**src/rtl/glue_core_pkg.sv**
```systemverilog
`default_nettype none

package glue_core_pkg;

	// Enables toward the computer core, all on clk_sys
	typedef struct packed {
		logic       sys_ce;
		logic       mpu_cep;
		logic       mpu_cen;
		logic       snd_ce;
		logic [1:0] opm_ce;
	} clock_enables_t;

	// Bit order of mounted_delayed is floppy 0, floppy 1, hard disk, SRAM image
	typedef struct packed {
		logic [3:0] mounted_delayed;
		logic [1:0] floppy_ejected;
	} disk_status_t;

	////////////////////////////////////////
	// Loader path
	////////////////////////////////////////

	// Download write from the host side
	typedef struct packed {
		logic [19:0] addr;
		logic [7:0]  data;
		logic        wr;
	} loader_req_t;

	// Loader control toward the core
	typedef struct packed {
		logic aen;
		logic wr;
		logic done;
	} loader_ctl_t;

endpackage

`default_nettype wire

```
**src/rtl/glue_menu_pkg.sv**
```systemverilog
`default_nettype none

package glue_menu_pkg;

	////////////////////////////////////////
	// Status word bit positions
	////////////////////////////////////////

	localparam logic [5:0] POS_RESET      = 6'd0;
	localparam logic [5:0] POS_NMI        = 6'd7;
	localparam logic [5:0] POS_POWER      = 6'd8;
	localparam logic [5:0] POS_FDSYNC0    = 6'd9;
	localparam logic [5:0] POS_FDSYNC1    = 6'd10;
	localparam logic [5:0] POS_FDEJECT0   = 6'd11;
	localparam logic [5:0] POS_FDEJECT1   = 6'd12;
	localparam logic [5:0] POS_SRAM_LOAD  = 6'd13;
	localparam logic [5:0] POS_SRAM_STORE = 6'd14;

	// Upper half of the status word
	localparam logic [5:0] POS_TURBO      = 6'd32;
	localparam logic [5:0] POS_VIDEO_RATE = 6'd33;

	////////////////////////////////////////
	// Decoded menu content
	////////////////////////////////////////

	// Levels that follow the menu options
	typedef struct packed {
		logic turbo;
		logic video_rate;
	} menu_settings_t;

	// One-cycle strobes taken from status bit edges
	typedef struct packed {
		logic       nmi;
		logic       power;
		logic [1:0] fd_sync;
		logic [1:0] fd_eject;
		logic       sram_load;
		logic       sram_store;
		logic       reset_release;
	} menu_requests_t;

endpackage

`default_nettype wire

```
**src/rtl/activity_led.sv**
```systemverilog
`timescale 1ns/1ps
`default_nettype none

module activity_led #(
	parameter int unsigned LED_HOLD = 4500000
) (
	input  logic clk_sys,
	input  logic reset_delayed,
	input  logic pulse,
	output logic lit
);

	localparam int CW = $clog2(LED_HOLD + 1);

	// Remaining lit cycles after the current one
	logic [CW-1:0] hold_cnt;

	always_ff @(posedge clk_sys) begin
		if (reset_delayed) begin
			hold_cnt <= '0;
			lit      <= 1'b0;
		end else begin
			if (pulse)
				hold_cnt <= CW'(LED_HOLD - 1);
			else if (hold_cnt != '0)
				hold_cnt <= hold_cnt - 1'b1;

			lit <= pulse | (hold_cnt != '0);
		end
	end

endmodule

`default_nettype wire

```
**src/rtl/clock_enable_gen.sv**
```systemverilog
`timescale 1ns/1ps
`default_nettype none

module clock_enable_gen
	import glue_core_pkg::*;
(
	input  logic           clk_sys,
	input  logic           reset_delayed,
	input  logic           turbo,
	input  logic           snd_clockmode,
	output clock_enables_t enables
);

	////////////////////////////////////////
	// Dividers
	////////////////////////////////////////

	logic [1:0] div_sys;
	logic [2:0] div_snd5;
	logic [3:0] div_snd10;
	logic [4:0] div_opm;

	// Turbo as seen by the processor enables
	logic turbo_q;

	logic sys_wrap;
	logic snd5_wrap;
	logic snd10_wrap;
	logic opm_wrap;

	assign sys_wrap   = (div_sys == 2'd3);
	assign snd5_wrap  = (div_snd5 == 3'd4);
	assign snd10_wrap = (div_snd10 == 4'd9);
	assign opm_wrap   = (div_opm == 5'd19);

	always_ff @(posedge clk_sys) begin
		if (reset_delayed) begin
			div_sys   <= '0;
			div_snd5  <= '0;
			div_snd10 <= '0;
			div_opm   <= '0;
			turbo_q   <= 1'b0;
		end else begin
			div_sys   <= div_sys + 2'd1;
			div_snd5  <= snd5_wrap ? 3'd0 : div_snd5 + 3'd1;
			div_snd10 <= snd10_wrap ? 4'd0 : div_snd10 + 4'd1;
			div_opm   <= opm_wrap ? 5'd0 : div_opm + 5'd1;

			// Only change speed on a system period boundary
			if (sys_wrap)
				turbo_q <= turbo;
		end
	end

	////////////////////////////////////////
	// Registered enables
	////////////////////////////////////////

	always_ff @(posedge clk_sys) begin
		if (reset_delayed) begin
			enables <= '0;
		end else begin
			enables.sys_ce <= sys_wrap;

			// Turbo runs both phases on alternate cycles
			enables.mpu_cep <= turbo_q ? div_sys[0] : (div_sys == 2'd3);
			enables.mpu_cen <= turbo_q ? ~div_sys[0] : (div_sys == 2'd1);

			enables.snd_ce <= snd_clockmode ? snd10_wrap : snd5_wrap;
			enables.opm_ce <= {opm_wrap, snd10_wrap};
		end
	end

endmodule

`default_nettype wire

```
**src/rtl/core_glue.sv**
```systemverilog
`timescale 1ns/1ps
`default_nettype none

module core_glue
	import glue_menu_pkg::*;
	import glue_core_pkg::*;
#(
	parameter logic [23:0] MOUNT_HOLD   = 24'hffffff,
	parameter int unsigned EJECT_WINDOW = 65536,
	parameter int unsigned EJECT_HOLD   = 65535,
	parameter int unsigned RESET_HOLD   = 65535,
	parameter int unsigned LED_HOLD     = 4500000
) (
	input  logic           clk_sys,
	input  logic           reset_delayed,
	input  logic [63:0]    status,
	input  logic           ext_reset,
	input  logic           user_button,
	input  logic [3:0]     img_mounted,
	input  logic           download,
	input  loader_req_t    loader_req,
	input  logic           core_ack,
	input  logic           snd_clockmode,
	input  logic           hdd_activity,
	input  logic           fdd_motor,
	output clock_enables_t enables,
	output disk_status_t   disks,
	output logic           core_reset,
	output logic           core_run,
	output loader_ctl_t    loader_ctl,
	output logic [19:0]    core_addr,
	output logic [7:0]     core_data,
	output logic           hdd_led,
	output logic           fdd_led,
	output menu_requests_t requests
);

	menu_settings_t settings;
	logic           held_reset;

	////////////////////////////////////////
	// Menu decode
	////////////////////////////////////////

	menu_status_decode u_decode (
		.clk_sys       (clk_sys),
		.reset_delayed (reset_delayed),
		.status        (status),
		.settings      (settings),
		.requests      (requests),
		.held_reset    (held_reset)
	);

	////////////////////////////////////////
	// Clocking, reset and loader
	////////////////////////////////////////

	clock_enable_gen u_clk_en (
		.clk_sys       (clk_sys),
		.reset_delayed (reset_delayed),
		.turbo         (settings.turbo),
		.snd_clockmode (snd_clockmode),
		.enables       (enables)
	);

	reset_sequencer #(
		.MOUNT_HOLD   (MOUNT_HOLD),
		.EJECT_WINDOW (EJECT_WINDOW),
		.EJECT_HOLD   (EJECT_HOLD),
		.RESET_HOLD   (RESET_HOLD)
	) u_reset_seq (
		.clk_sys       (clk_sys),
		.reset_delayed (reset_delayed),
		.requests      (requests),
		.held_reset    (held_reset),
		.user_button   (user_button),
		.ext_reset     (ext_reset),
		.download      (download),
		.img_mounted   (img_mounted),
		.disks         (disks),
		.core_reset    (core_reset),
		.core_run      (core_run)
	);

	loader_bridge u_loader (
		.clk_sys       (clk_sys),
		.reset_delayed (reset_delayed),
		.download      (download),
		.req           (loader_req),
		.core_ack      (core_ack),
		.ctl           (loader_ctl),
		.core_addr     (core_addr),
		.core_data     (core_data)
	);

	// Activity indicators
	activity_led #(.LED_HOLD(LED_HOLD)) u_hdd_led (
		.clk_sys       (clk_sys),
		.reset_delayed (reset_delayed),
		.pulse         (hdd_activity),
		.lit           (hdd_led)
	);

	activity_led #(.LED_HOLD(LED_HOLD)) u_fdd_led (
		.clk_sys       (clk_sys),
		.reset_delayed (reset_delayed),
		.pulse         (fdd_motor),
		.lit           (fdd_led)
	);

endmodule

`default_nettype wire

```
**src/rtl/loader_bridge.sv**
```systemverilog
`timescale 1ns/1ps
`default_nettype none

module loader_bridge
	import glue_core_pkg::*;
(
	input  logic        clk_sys,
	input  logic        reset_delayed,
	input  logic        download,
	input  loader_req_t req,
	input  logic        core_ack,
	output loader_ctl_t ctl,
	output logic [19:0] core_addr,
	output logic [7:0]  core_data
);

	logic wr_q;
	logic done_q;
	logic download_q;
	logic ack_q;
	logic accept;

	// Writes after the loader has closed are dropped
	assign accept = req.wr & ~done_q;

	always_ff @(posedge clk_sys) begin
		if (reset_delayed) begin
			wr_q       <= 1'b0;
			done_q     <= 1'b0;
			download_q <= 1'b0;
			ack_q      <= 1'b0;
		end else begin
			download_q <= download;
			ack_q      <= core_ack;

			// A new write wins over the acknowledge of the previous one
			if (accept)
				wr_q <= 1'b1;
			else if (core_ack && !ack_q && wr_q)
				wr_q <= 1'b0;

			if (download_q && !download)
				done_q <= 1'b1;
		end
	end

	// Write payload
	always_ff @(posedge clk_sys) begin
		if (accept) begin
			core_addr <= req.addr;
			core_data <= req.data;
		end
	end

	assign ctl.aen  = download & ~done_q;
	assign ctl.wr   = wr_q;
	assign ctl.done = done_q;

endmodule

`default_nettype wire

```
**src/rtl/menu_status_decode.sv**
```systemverilog
`timescale 1ns/1ps
`default_nettype none

module menu_status_decode
	import glue_menu_pkg::*;
(
	input  logic           clk_sys,
	input  logic           reset_delayed,
	input  logic [63:0]    status,
	output menu_settings_t settings,
	output menu_requests_t requests,
	output logic           held_reset
);

	// Previous status word for edge detection
	logic [63:0] status_q;
	logic [63:0] rise;

	assign rise = status & ~status_q;

	always_ff @(posedge clk_sys) begin
		if (reset_delayed) begin
			status_q   <= '0;
			settings   <= '0;
			requests   <= '0;
			held_reset <= 1'b0;
		end else begin
			status_q <= status;

			// Option levels
			settings.turbo      <= status[POS_TURBO];
			settings.video_rate <= status[POS_VIDEO_RATE];
			held_reset          <= status[POS_RESET];

			// Menu buttons act on their rising edge
			requests.nmi        <= rise[POS_NMI];
			requests.power      <= rise[POS_POWER];
			requests.fd_sync    <= {rise[POS_FDSYNC1], rise[POS_FDSYNC0]};
			requests.fd_eject   <= {rise[POS_FDEJECT1], rise[POS_FDEJECT0]};
			requests.sram_load  <= rise[POS_SRAM_LOAD];
			requests.sram_store <= rise[POS_SRAM_STORE];

			// Reset is released when the menu reset bit drops
			requests.reset_release <= status_q[POS_RESET] & ~status[POS_RESET];
		end
	end

endmodule

`default_nettype wire

```
**src/rtl/reset_sequencer.sv**
```systemverilog
`timescale 1ns/1ps
`default_nettype none

module reset_sequencer
	import glue_menu_pkg::*;
	import glue_core_pkg::*;
#(
	parameter logic [23:0] MOUNT_HOLD   = 24'hffffff,
	parameter int unsigned EJECT_WINDOW = 65536,
	parameter int unsigned EJECT_HOLD   = 65535,
	parameter int unsigned RESET_HOLD   = 65535
) (
	input  logic           clk_sys,
	input  logic           reset_delayed,
	input  menu_requests_t requests,
	input  logic           held_reset,
	input  logic           user_button,
	input  logic           ext_reset,
	input  logic           download,
	input  logic [3:0]     img_mounted,
	output disk_status_t   disks,
	output logic           core_reset,
	output logic           core_run
);

	// Mount counts above this value still read as ejected
	localparam logic [23:0] EJECT_LIMIT = MOUNT_HOLD - 24'(EJECT_WINDOW);

	logic [23:0] mount_cnt [4];
	logic [15:0] eject_cnt [2];
	logic [15:0] reset_hold;

	logic       hdd_mounted_q;
	logic       download_q;
	logic       init_released;
	logic [1:0] floppy_ejected;

	////////////////////////////////////////
	// Delayed disk view
	////////////////////////////////////////

	// A fresh floppy looks ejected first so the core sees a media change
	assign floppy_ejected[0] = (mount_cnt[0] > EJECT_LIMIT) || (eject_cnt[0] != '0);
	assign floppy_ejected[1] = (mount_cnt[1] > EJECT_LIMIT) || (eject_cnt[1] != '0);

	assign disks.floppy_ejected     = floppy_ejected;
	assign disks.mounted_delayed[0] = ~floppy_ejected[0] && (mount_cnt[0] != '0);
	assign disks.mounted_delayed[1] = ~floppy_ejected[1] && (mount_cnt[1] != '0);
	assign disks.mounted_delayed[2] = (mount_cnt[2] != '0);
	assign disks.mounted_delayed[3] = (mount_cnt[3] != '0);

	////////////////////////////////////////
	// Counters
	////////////////////////////////////////

	always_ff @(posedge clk_sys) begin
		if (reset_delayed) begin
			for (int i = 0; i < 4; i++) begin
				mount_cnt[i] <= '0;
			end
			for (int i = 0; i < 2; i++) begin
				eject_cnt[i] <= '0;
			end
			reset_hold    <= '0;
			hdd_mounted_q <= 1'b0;
		end else begin
			hdd_mounted_q <= img_mounted[2];

			// A new mount pulse restarts the hold
			for (int i = 0; i < 4; i++) begin
				if (img_mounted[i])
					mount_cnt[i] <= MOUNT_HOLD;
				else if (mount_cnt[i] != '0)
					mount_cnt[i] <= mount_cnt[i] - 24'd1;
			end

			for (int i = 0; i < 2; i++) begin
				if (requests.fd_eject[i])
					eject_cnt[i] <= 16'(EJECT_HOLD);
				else if (eject_cnt[i] != '0)
					eject_cnt[i] <= eject_cnt[i] - 16'd1;
			end

			// Hard disk swap forces the core through a reset
			if (img_mounted[2] && !hdd_mounted_q)
				reset_hold <= 16'(RESET_HOLD);
			else if (reset_hold != '0)
				reset_hold <= reset_hold - 16'd1;
		end
	end

	////////////////////////////////////////
	// Core reset and run
	////////////////////////////////////////

	always_ff @(posedge clk_sys) begin
		if (reset_delayed) begin
			download_q    <= 1'b0;
			init_released <= 1'b0;
			core_run      <= 1'b0;
			core_reset    <= 1'b1;
		end else begin
			download_q <= download;

			if (requests.reset_release)
				init_released <= 1'b1;

			// First download starts the machine
			if (download && !download_q)
				core_run <= 1'b1;

			core_reset <= user_button | held_reset | ext_reset | ~init_released
				| (reset_hold != '0);
		end
	end

endmodule

`default_nettype wire

```
**config.mk**
```make
export PLATFORM = sky130hd
export DESIGN_NAME = core_glue
export DESIGN_NICKNAME = d
export VERILOG_FILES = /design/src/rtl/glue_core_pkg.sv /design/src/rtl/glue_menu_pkg.sv /design/src/rtl/activity_led.sv /design/src/rtl/clock_enable_gen.sv /design/src/rtl/core_glue.sv /design/src/rtl/loader_bridge.sv /design/src/rtl/menu_status_decode.sv /design/src/rtl/reset_sequencer.sv
export SDC_FILE = /design/constraint.sdc
export NUM_CORES = 1
export LEC_CHECK = 0
export ABC_CLOCK_PERIOD_IN_PS = 5000
export BUFFER_PORTS_ARGS = -buffer_cell sky130_fd_sc_hd__buf_2
export CAP_MARGIN = 10
export CORE_UTILIZATION = 25
export CTS_CLUSTER_SIZE = 12
export DETAILED_ROUTE_END_ITERATION = 6
export SLEW_MARGIN = 15
export SYNTH_ARGS = -nofsm -noshare
export SYNTH_HDL_FRONTEND = slang
export SYNTH_SLANG_ARGS = --single-unit
export TNS_END_PERCENT = 30
```
**constraint.sdc**
```tcl
create_clock -name clk_sys -period 5 [get_ports clk_sys]
set_input_delay 0.75 -clock clk_sys [delete_from_list [all_inputs] [get_ports clk_sys]]
set_output_delay 0.75 -clock clk_sys [all_outputs]
set_load 0.01 [all_outputs]
```
; ---- After elaboration in Yosys (flattened, before gate mapping)
; Memories as Yosys holds them, arrays and structs flattened.
; Cells that the tools add are included.
; Widths: inputs -> output; s select.
[word_totals]
register_bits = 147
ram_bits = 128
in_bits = 106
out_inout_bits = 56
mem_count = 2
[mem_list]
columns = name, depth, width, read_ports, rd_clocked_by_memory_dff, write_ports, line
row1 = u_reset_seq.mount_cnt, 4, 24, 4, 0, 4, reset_sequencer.sv:29  ; logic [23:0] mount_cnt [4];
row2 = u_reset_seq.eject_cnt, 2, 16, 2, 0, 2, reset_sequencer.sv:30  ; logic [15:0] eject_cnt [2];
[op_classes]
addsub = 13
magnitude_cmp = 2
eq_ne = 5
n_mux = 67
n_bitwise = 29
reduce_logical = 31
[op_table]
columns = op, count
row1 = $mux 24, 8
row2 = $mux 16, 6
row3 = $reduce_bool 24->1, 4
row4 = $sub 24x1->24 const B, 4
row5 = $mux 23, 4
row6 = $mux 1, 49
row7 = $gt 24x24->1 const B, 2
row8 = $reduce_bool 16->1, 3
row9 = $sub 16x1->16 const B, 3
row10 = $reduce_bool 23->1, 2
row11 = $sub 23x1->23 const B, 2
row12 = $or 1x1->1, 18
row13 = $and 15x15->15, 1
row14 = $not 15->15, 1
row15 = $reduce_or 2->1, 5
row16 = $reduce_bool 2->1, 4
row17 = $logic_and 1x1->1, 7
row18 = $not 1->1, 6
row19 = $add 5x1->5 const B, 1
row20 = $eq 5x5->1 const B, 1
row21 = $add 4x1->4 const B, 1
row22 = $eq 4x4->1 const B, 1
row23 = $logic_not 1->1, 4
row24 = $add 3x1->3 const B, 1
row25 = other kinds (6), 9

; ---- Logic depth before layout (Yosys ltp)
; Gate-level depths: netlist of run 1.
[logic_depth]
ltp_word = 6
mapped_depth = 8

; ---- Hierarchy
; A second synthesis of run 1 with hierarchy kept.
[hier_totals]
hier_cells = 1212
hier_area_um2 = 13002.5
[modules_own_cells]
columns = mod, n_inst, cells_each, area_each_um2, seq_area_each_um2
row1 = reset_sequencer, 1, 768, 8166.6, 4264.1
row2 = activity_led, 2, 138, 1199.9, 480.5
row3 = loader_bridge, 1, 44, 1002.2, 920.9
row4 = clock_enable_gen, 1, 82, 813.3, 420.4
row5 = menu_status_decode, 1, 42, 620.6, 400.4

; ---- Least setup slack after synthesis of run 1
; OpenSTA, ideal clock, no wires.
[synth_timing]
path_kind = register to register
from = memory u_reset_seq.mount_cnt[1][15], in the netlist u_reset_seq.mount_cnt[0][39]
to = memory u_reset_seq.mount_cnt[1][0], in the netlist u_reset_seq.mount_cnt[0][24] (enable)
setup_time_ps = 489
t_arrival_ps = 2244
required_ps = 4511
setup_slack_ps = 2267
path_stages_with_launch = 5
n_path_buf = 0
synth_period_minus_slack_ps = 2733
cell_sequence = edfxtp_1 -> or4_1 -> nor4_2 -> and4b_1 -> nand3_1
[synth_rtl]
columns = item, line
row1 = from (decl), reset_sequencer.sv:29

==> results of run 1 <==
==> synthesized netlist by cell type (3+ instances only) <==
library cell  count
nor3b_1           5
nand2_1          62
xnor2_1          59
ha_1             24
nor2b_1          24
nor4b_1           3
a31oi_1          34
o31ai_1          11
a21oi_1         110
nand3_1          35
or3_1            35
o21a_1            3
inv_1            41
o41ai_1           7
dfxtp_1         112
nand2b_1         10
edfxtp_1        156
nand3b_1         15
nand4b_1          4
nor4_2            9
nor2_1          150
nor3_1           49
xor2_1           61
or4_1            21
nor4_4            3
or2_2             7
nor4_1           31
o211ai_1          4
mux2i_1          12
nand4_1          27
a221oi_1          7
o21ai_0          63
buf_2             3
and2_1           11
clkbuf_1         35
buf_1             4
buf_4             3
==> worst min path at each step <==
stage,start,end,cells past startpoint
finish,loader_req[16],u_loader.core_addr[7],1
CTS,loader_req[16],u_loader.core_addr[7],1
global placement,u_decode.status_q[9],u_decode.requests[5],1
global route,loader_req[3],u_loader.core_data[2],1
detailed placement,u_decode.status_q[8],u_decode.requests[7],1
floorplan,u_decode.status_q[14],u_decode.requests[1],1
==> state kept, by name, summed over array words and instances (netlist names), 2 cells and up <==
name	count
u_fdd_led.hold_cnt	23
u_decode.requests	9
u_clk_en.div_sys	2
u_clk_en.div_snd5	3
u_clk_en.div_snd10	4
u_loader.core_addr	20
u_loader.core_data	8
u_decode.status_q	9
u_reset_seq.mount_cnt	96
u_hdd_led.hold_cnt	23
u_reset_seq.eject_cnt	32
u_reset_seq.reset_hold	16
u_clk_en.enables	6
u_clk_en.div_opm	5
==> report_power, final <==
| part | switching, mW | total [mW] | leakage [nW] | internal, mW |
|---|---|---|---|---|
| Clock | 0.900 | 2.33 | 0.530 | 1.43 |
| Sequential | 0.153 | 2.67 | 2.61 | 2.52 |
| Combinational | 0.337 | 0.586 | 2.38 | 0.249 |
==> cell usage in the layout (no fill, tap or decap), types with 4 or more instances in the layout <==
| master | n |
|---|---|
| edfxtp_1 | 156 |
| nor2_1 | 150 |
| dfxtp_1 | 112 |
| a21oi_1 | 110 |
| buf_2 | 106 |
| o21ai_0 | 63 |
| nand2_1 | 62 |
| xor2_1 | 61 |
| xnor2_1 | 59 |
| nor3_1 | 49 |
| inv_1 | 41 |
| or3_1 | 35 |
| a31oi_1 | 34 |
| nand3_1 | 34 |
| nor4_1 | 31 |
| clkbuf_16 | 31 |
| nand4_1 | 27 |
| ha_1 | 24 |
| nor2b_1 | 23 |
| or4_1 | 21 |
| nand3b_1 | 15 |
| mux2i_1 | 12 |
| and2_1 | 11 |
| o31ai_1 | 11 |
| nand2b_1 | 10 |
| clkbuf_8 | 10 |
| nor4_2 | 9 |
| buf_4 | 9 |
| o41ai_1 | 7 |
| a221oi_1 | 7 |
| or2_2 | 7 |
| clkbuf_1 | 6 |
| nor3b_1 | 5 |
| clkinv_2 | 5 |
| nand4b_1 | 4 |
| o211ai_1 | 4 |
==> cell families after synthesis <==
group / after synthesis / synth area share
xor+xnor: 120 / 0.08036
flops: 268 / 0.5296
fa+ha+maj: 24 / 0.02296
simple gates: 518 / 0.2175
buf+inv: 88 / 0.02640
mux: 13 / 0.01005
compound gates: 254 / 0.1131
==> metal layers <==
layer,up-vias,share of wire
met1,4700,0.47
met4,2,0.021
li1,4931,-
met3,48,0.040
met2,167,0.47
met5,-,0.00039
==> final cells by class <==
cell class | count | share of cell area
Inverter | 43 | 0.01047
Multi-Input combinational cell | 929 | 0.3771
Sequential cell | 268 | 0.4492
Clock inverter | 9 | 0.008521
Clock buffer | 47 | 0.06070
Tap cell | 680 | 0.05518
Timing Repair Buffer | 115 | 0.03879
==> metrics by stage <==
step / instances / hold WS, ns
finish: 2091 / 0.3429
global route: 2091 / 0.3088
CTS: 2091 / 0.2979
detailed placement: 2035 / 0.3780
global placement: 2035 / 0.3731
floorplan: 1285 / 0.3674
==> critical path, cell delays in order (launching register included) <==
cell and delay [ns]:
edfxtp_1 0.45, nor4_1 0.38, nand4b_1 0.35, nor3_1 0.44
o21ai_0 0.27, nor2b_1 0.23, buf_2 0.16
==> impl_metrics.ini, run 1 <==
[outcome]
status = complete, no violations

[clock_tree]
numCtsBuffers = 30
root_buffer = clkbuf_16
clock_sinks = 268
cts_resized = 0
clk_path_buf_depth = 3
hold_buffers = 0
clkTransAtPathRegs_ns = 0.06
post_cts_buffers = 0
htreeDepth = 1
cts_tree = built
clk_latency_ns = 0.58

[synth]
synth_nets = 1415
synthTopCellsByArea = edfxtp_1, dfxtp_1, nor2_1
yosys.cell_types.count = 64
ys.flop_type = edfxtp_1
yosysSeqAreaShare = 0.5296
netlist.area_leader.share = 0.3582
synth.avg_cell_area_sq_um = 10.18
synth_seq_cells = 268
async_reset_ff_frac = 0
synth_edf_count = 156
synth_top_area_cell = edfxtp_1
synthCells = 1285
yosysWarnings = 0
mappedNetlistArea_sq_um = 13080

[drt]
route.detailed.drc = 0
drtAntennaViolNets = 0
totalWireLength_um = 27850
vias = 9848
viasPerCell = 4.710
wire_per_inst_um = 13.32
first_pass_iters = 5
drtIter0Drc = 553

[setup_path]
reg2regPathDepth = 4
worstSetupPathType = flip-flop to output port
worstReg2RegEnd = u_reset_seq.mount_cnt[0][56]
crit_path_end_kind = output port
reg2reg_slack_ns = 1.81
r2r-start = u_reset_seq.mount_cnt[0][58]
crit_path_start_kind = flip-flop
crit_end = disks[2]
arrival_ns = 2.87
required_ns = 4.25
crit_path_max_fanout = 5
critical_path.startpoint = u_reset_seq.eject_cnt[0][2]

[die]
core-area_sq_um = 51510
rows = 83
io_pins = 162
initial_core_util = 0.2539
die_w_um = 230.7
die-area_sq_um = 53230
die_h_um = 230.7

[timing]
drv_slew = 0
fin_crit_sh = 0.7233
fmax_ghz = 0.2765
tns_ns = 0
finalCriticalPeriod_ns = 3.616
hold_viol = 0
worst_pin_slew_ns = 1.039
rsz0062_at_grt = no
max_slew_margin = 0.3055
setup_violations = 0
fin_skew_ns = 0.02463
setup_ws_ns = 1.384

[power]
vdd_ir_drop_max_uv = 271.7
p_leak_nw = 5.520
p_per_area_nw_per_um2 = 362.6
p_total_mw = 5.591

[placed_design]
place.gp.congestion = 0.7612
preCtsSetupSlack_ns = 1.622
portBuffers = 107
hpwl_um = 18530
placed_area_sq_um = 14350

[finish]
final_area_sq_um = 15420
filler_cell_count = 5390
fin_nets = 1517
final_core_utilization = 0.2993
drive_above_1_share = 0.1432
area_growth_pct = 17.89
multi_input_area_sq_um = 5814
register_area_sq_um = 6927
antennaDiodeCount = 0

[global_route]
grt_pass1_wl_um = 46770
grt_max_degree = 68
busiest_layer = met2
grt_pass1_vias = 9554
use_met2 = 0.1725
track_usage = 0.1038
grt_overflow = 0
antenna_found_initial = 2
use_met1 = 0.1386
use_met3 = 0.01915

[min_path]
hp-class = input pin to flip-flop

[job]
drv_cap = 0
(Power assumes the default switching activity.)
==> run 2: changes to the inputs <==
- ABC_CLOCK_PERIOD_IN_PS: 5000 -> 3500
- clock period: 5 -> 3.5 ns (I/O delays scaled with it)
==> impl_metrics.ini, run 2 (synthesis gave the netlist of run 1 again) <==
[outcome]
status = complete, no violations

[timing]
finalCriticalPeriod_ns = 3.227
drv_slew = 0
worst_pin_slew_ns = 0.7551
tns_ns = 0
fmax_ghz = 0.3098
hold_viol = 0
fin_worst_hold_slack_ns = 0.1575
rsz0062_at_grt = no
fin_skew_ns = 0.02155
setup_violations = 0
fin_crit_sh = 0.9221
setup_ws_ns = 0.2725
max_slew_margin = 0.4895

[finish]
drive_above_1_share = 0.1531
largest_reg_flops = 96
layout_commonest_cell = edfxtp_1
area_growth_pct = 18.72
largestRegisters = u_reset_seq.mount_cnt x96, u_reset_seq.eject_cnt x32
fin_nets = 1535
antennaDiodeCount = 0
largest_register = u_reset_seq.mount_cnt
final_cell_mix = edfxtp_1, nor2_1, dfxtp_1
final_area_sq_um = 15530

[die]
initial_core_util = 0.2539
io_pins = 162
die-area_sq_um = 53230
core-area_sq_um = 51510
die_h_um = 230.7
die_w_um = 230.7
rows = 83

[drt]
viasPerCell = 4.739
drtAntennaViolNets = 0
totalWireLength_um = 28540
drtIter0Drc = 549
wire_per_inst_um = 13.52
route.detailed.drc = 0
first_pass_iters = 5
vias = 10000

[setup_path]
cp_cell_sequence = or3_1, nor3_1, nand4_1, o21bai_1, nor2_1, buf_2
crit_path_top_delay_cell = nand4_1
max_stage_delay_ns = 0.45
path_buf_inv = 1
critical-path-top-delay-family = simple AND/OR/NAND/NOR gates
critical_path.startpoint = u_reset_seq.eject_cnt[1][8]
r2r-start = u_reset_seq.mount_cnt[0][68]
crit_path_start_kind = flip-flop
arrival_ns = 2.70
required_ns = 2.97
crit_end = disks[3]
reg2regPathDepth = 5
worstReg2RegEnd = u_reset_seq.mount_cnt[0][52]
crit_path_max_fanout = 11
cp.depth = 6
reg2reg_slack_ns = 0.78
worstSetupPathType = flip-flop to output port
crit_path_end_kind = output port

[placed_design]
portBuffers = 107
preCtsSetupSlack_ns = 0.6800
placed_area_sq_um = 14450
place.gp.congestion = 0.7654
hpwl_um = 19180

[power]
p_leak_nw = 5.588
p_comb_frac = 0.107
p_int_mw = 5.944
p_per_area_nw_per_um2 = 516.1
p_total_mw = 8.013
swShare = 0.2583
pwr-share-clk = 0.417
switchingPower_mw = 2.070
power_frac_seq = 0.476
vdd_ir_drop_max_uv = 273.8

[global_route]
antenna_found_initial = 2
track_usage = 0.1058
grt_pass1_vias = 9620
grt_max_degree = 55
grt_pass1_wl_um = 47130
grt_overflow = 0

[clock_tree]
hold_buffers = 0
root_buffer = clkbuf_16
numCtsBuffers = 34
cts_tree = built
clk_path_buf_depth = 3
clock_sinks = 268
clkTransAtPathRegs_ns = 0.06
htreeDepth = 2
clk_latency_ns = 0.53

[min_path]
hp-class = input pin to flip-flop

[job]
drv_cap = 0
## run 2: worst register-to-register path, delay by kind of cell (launching register included)
family / cells / cell delay, ns
buffers and inverters: 1 / 0.21
DFF: 1 / 0.43
and+or+nand+nor: 4 / 1.83
## run 2: power by group through the flow
stage	sequential, mW	combinational [mW]	clock [mW]
6_report	3.81	0.855	3.34
5_1_grt	3.85	0.969	3.59
4_1_cts	3.81	0.862	3.48
3_5_place_dp	3.88	0.857	0
3_3_place_gp	3.86	0.835	0
2_1_floorplan	3.84	0.633	0
## run 2: layer usage
layer  part of all wire  GRT usage
met1               0.47     0.1369
met2               0.47     0.1741
met3              0.048    0.02680
met4              0.017    0.02877
met5            0.00032          0
## run 2: cell type report
cell class                 instances  area (sq um)
fill                            5350         35980
sequential                       268          6927
tap                              680         850.8
inverter                          43         161.4
clock buffer                      46         945.9
timing repair buffer             129         703.2
clock inverter                    15         120.1
multi-input combinational        929          5819
## run 2: timing repair
| item | CTS | global route |
|---|---|---|
| buffers inserted | 0 | 0 |
| endpoints found under the setup margin | 0 | 1 |
| gates resized for setup | 0 | 2 |
## run 2: per-stage QoR
step           cells    util
2_1_floorplan   1285       -
3_3_place_gp    2049  0.2806
6_report        2110  0.3014
3_5_place_dp    2049  0.2806
5_1_grt         2110  0.3014
4_1_cts         2110  0.3013
## run 2: worst min-delay path by stage
stage / startpoint / to / slack (ns) / cells past startpoint
after floorplan: u_decode.status_q[14] / u_decode.requests[1] / 0.37 / 1
after global placement: u_decode.status_q[9] / u_decode.requests[5] / 0.37 / 1
after detailed placement: u_decode.status_q[13] / u_decode.requests[2] / 0.38 / 1
after CTS: loader_req[9] / u_loader.core_addr[0] / 0.12 / 1
after global routing: loader_req[23] / u_loader.core_addr[14] / 0.11 / 1
final: status[0] / u_decode.requests[0] / 0.16 / 2
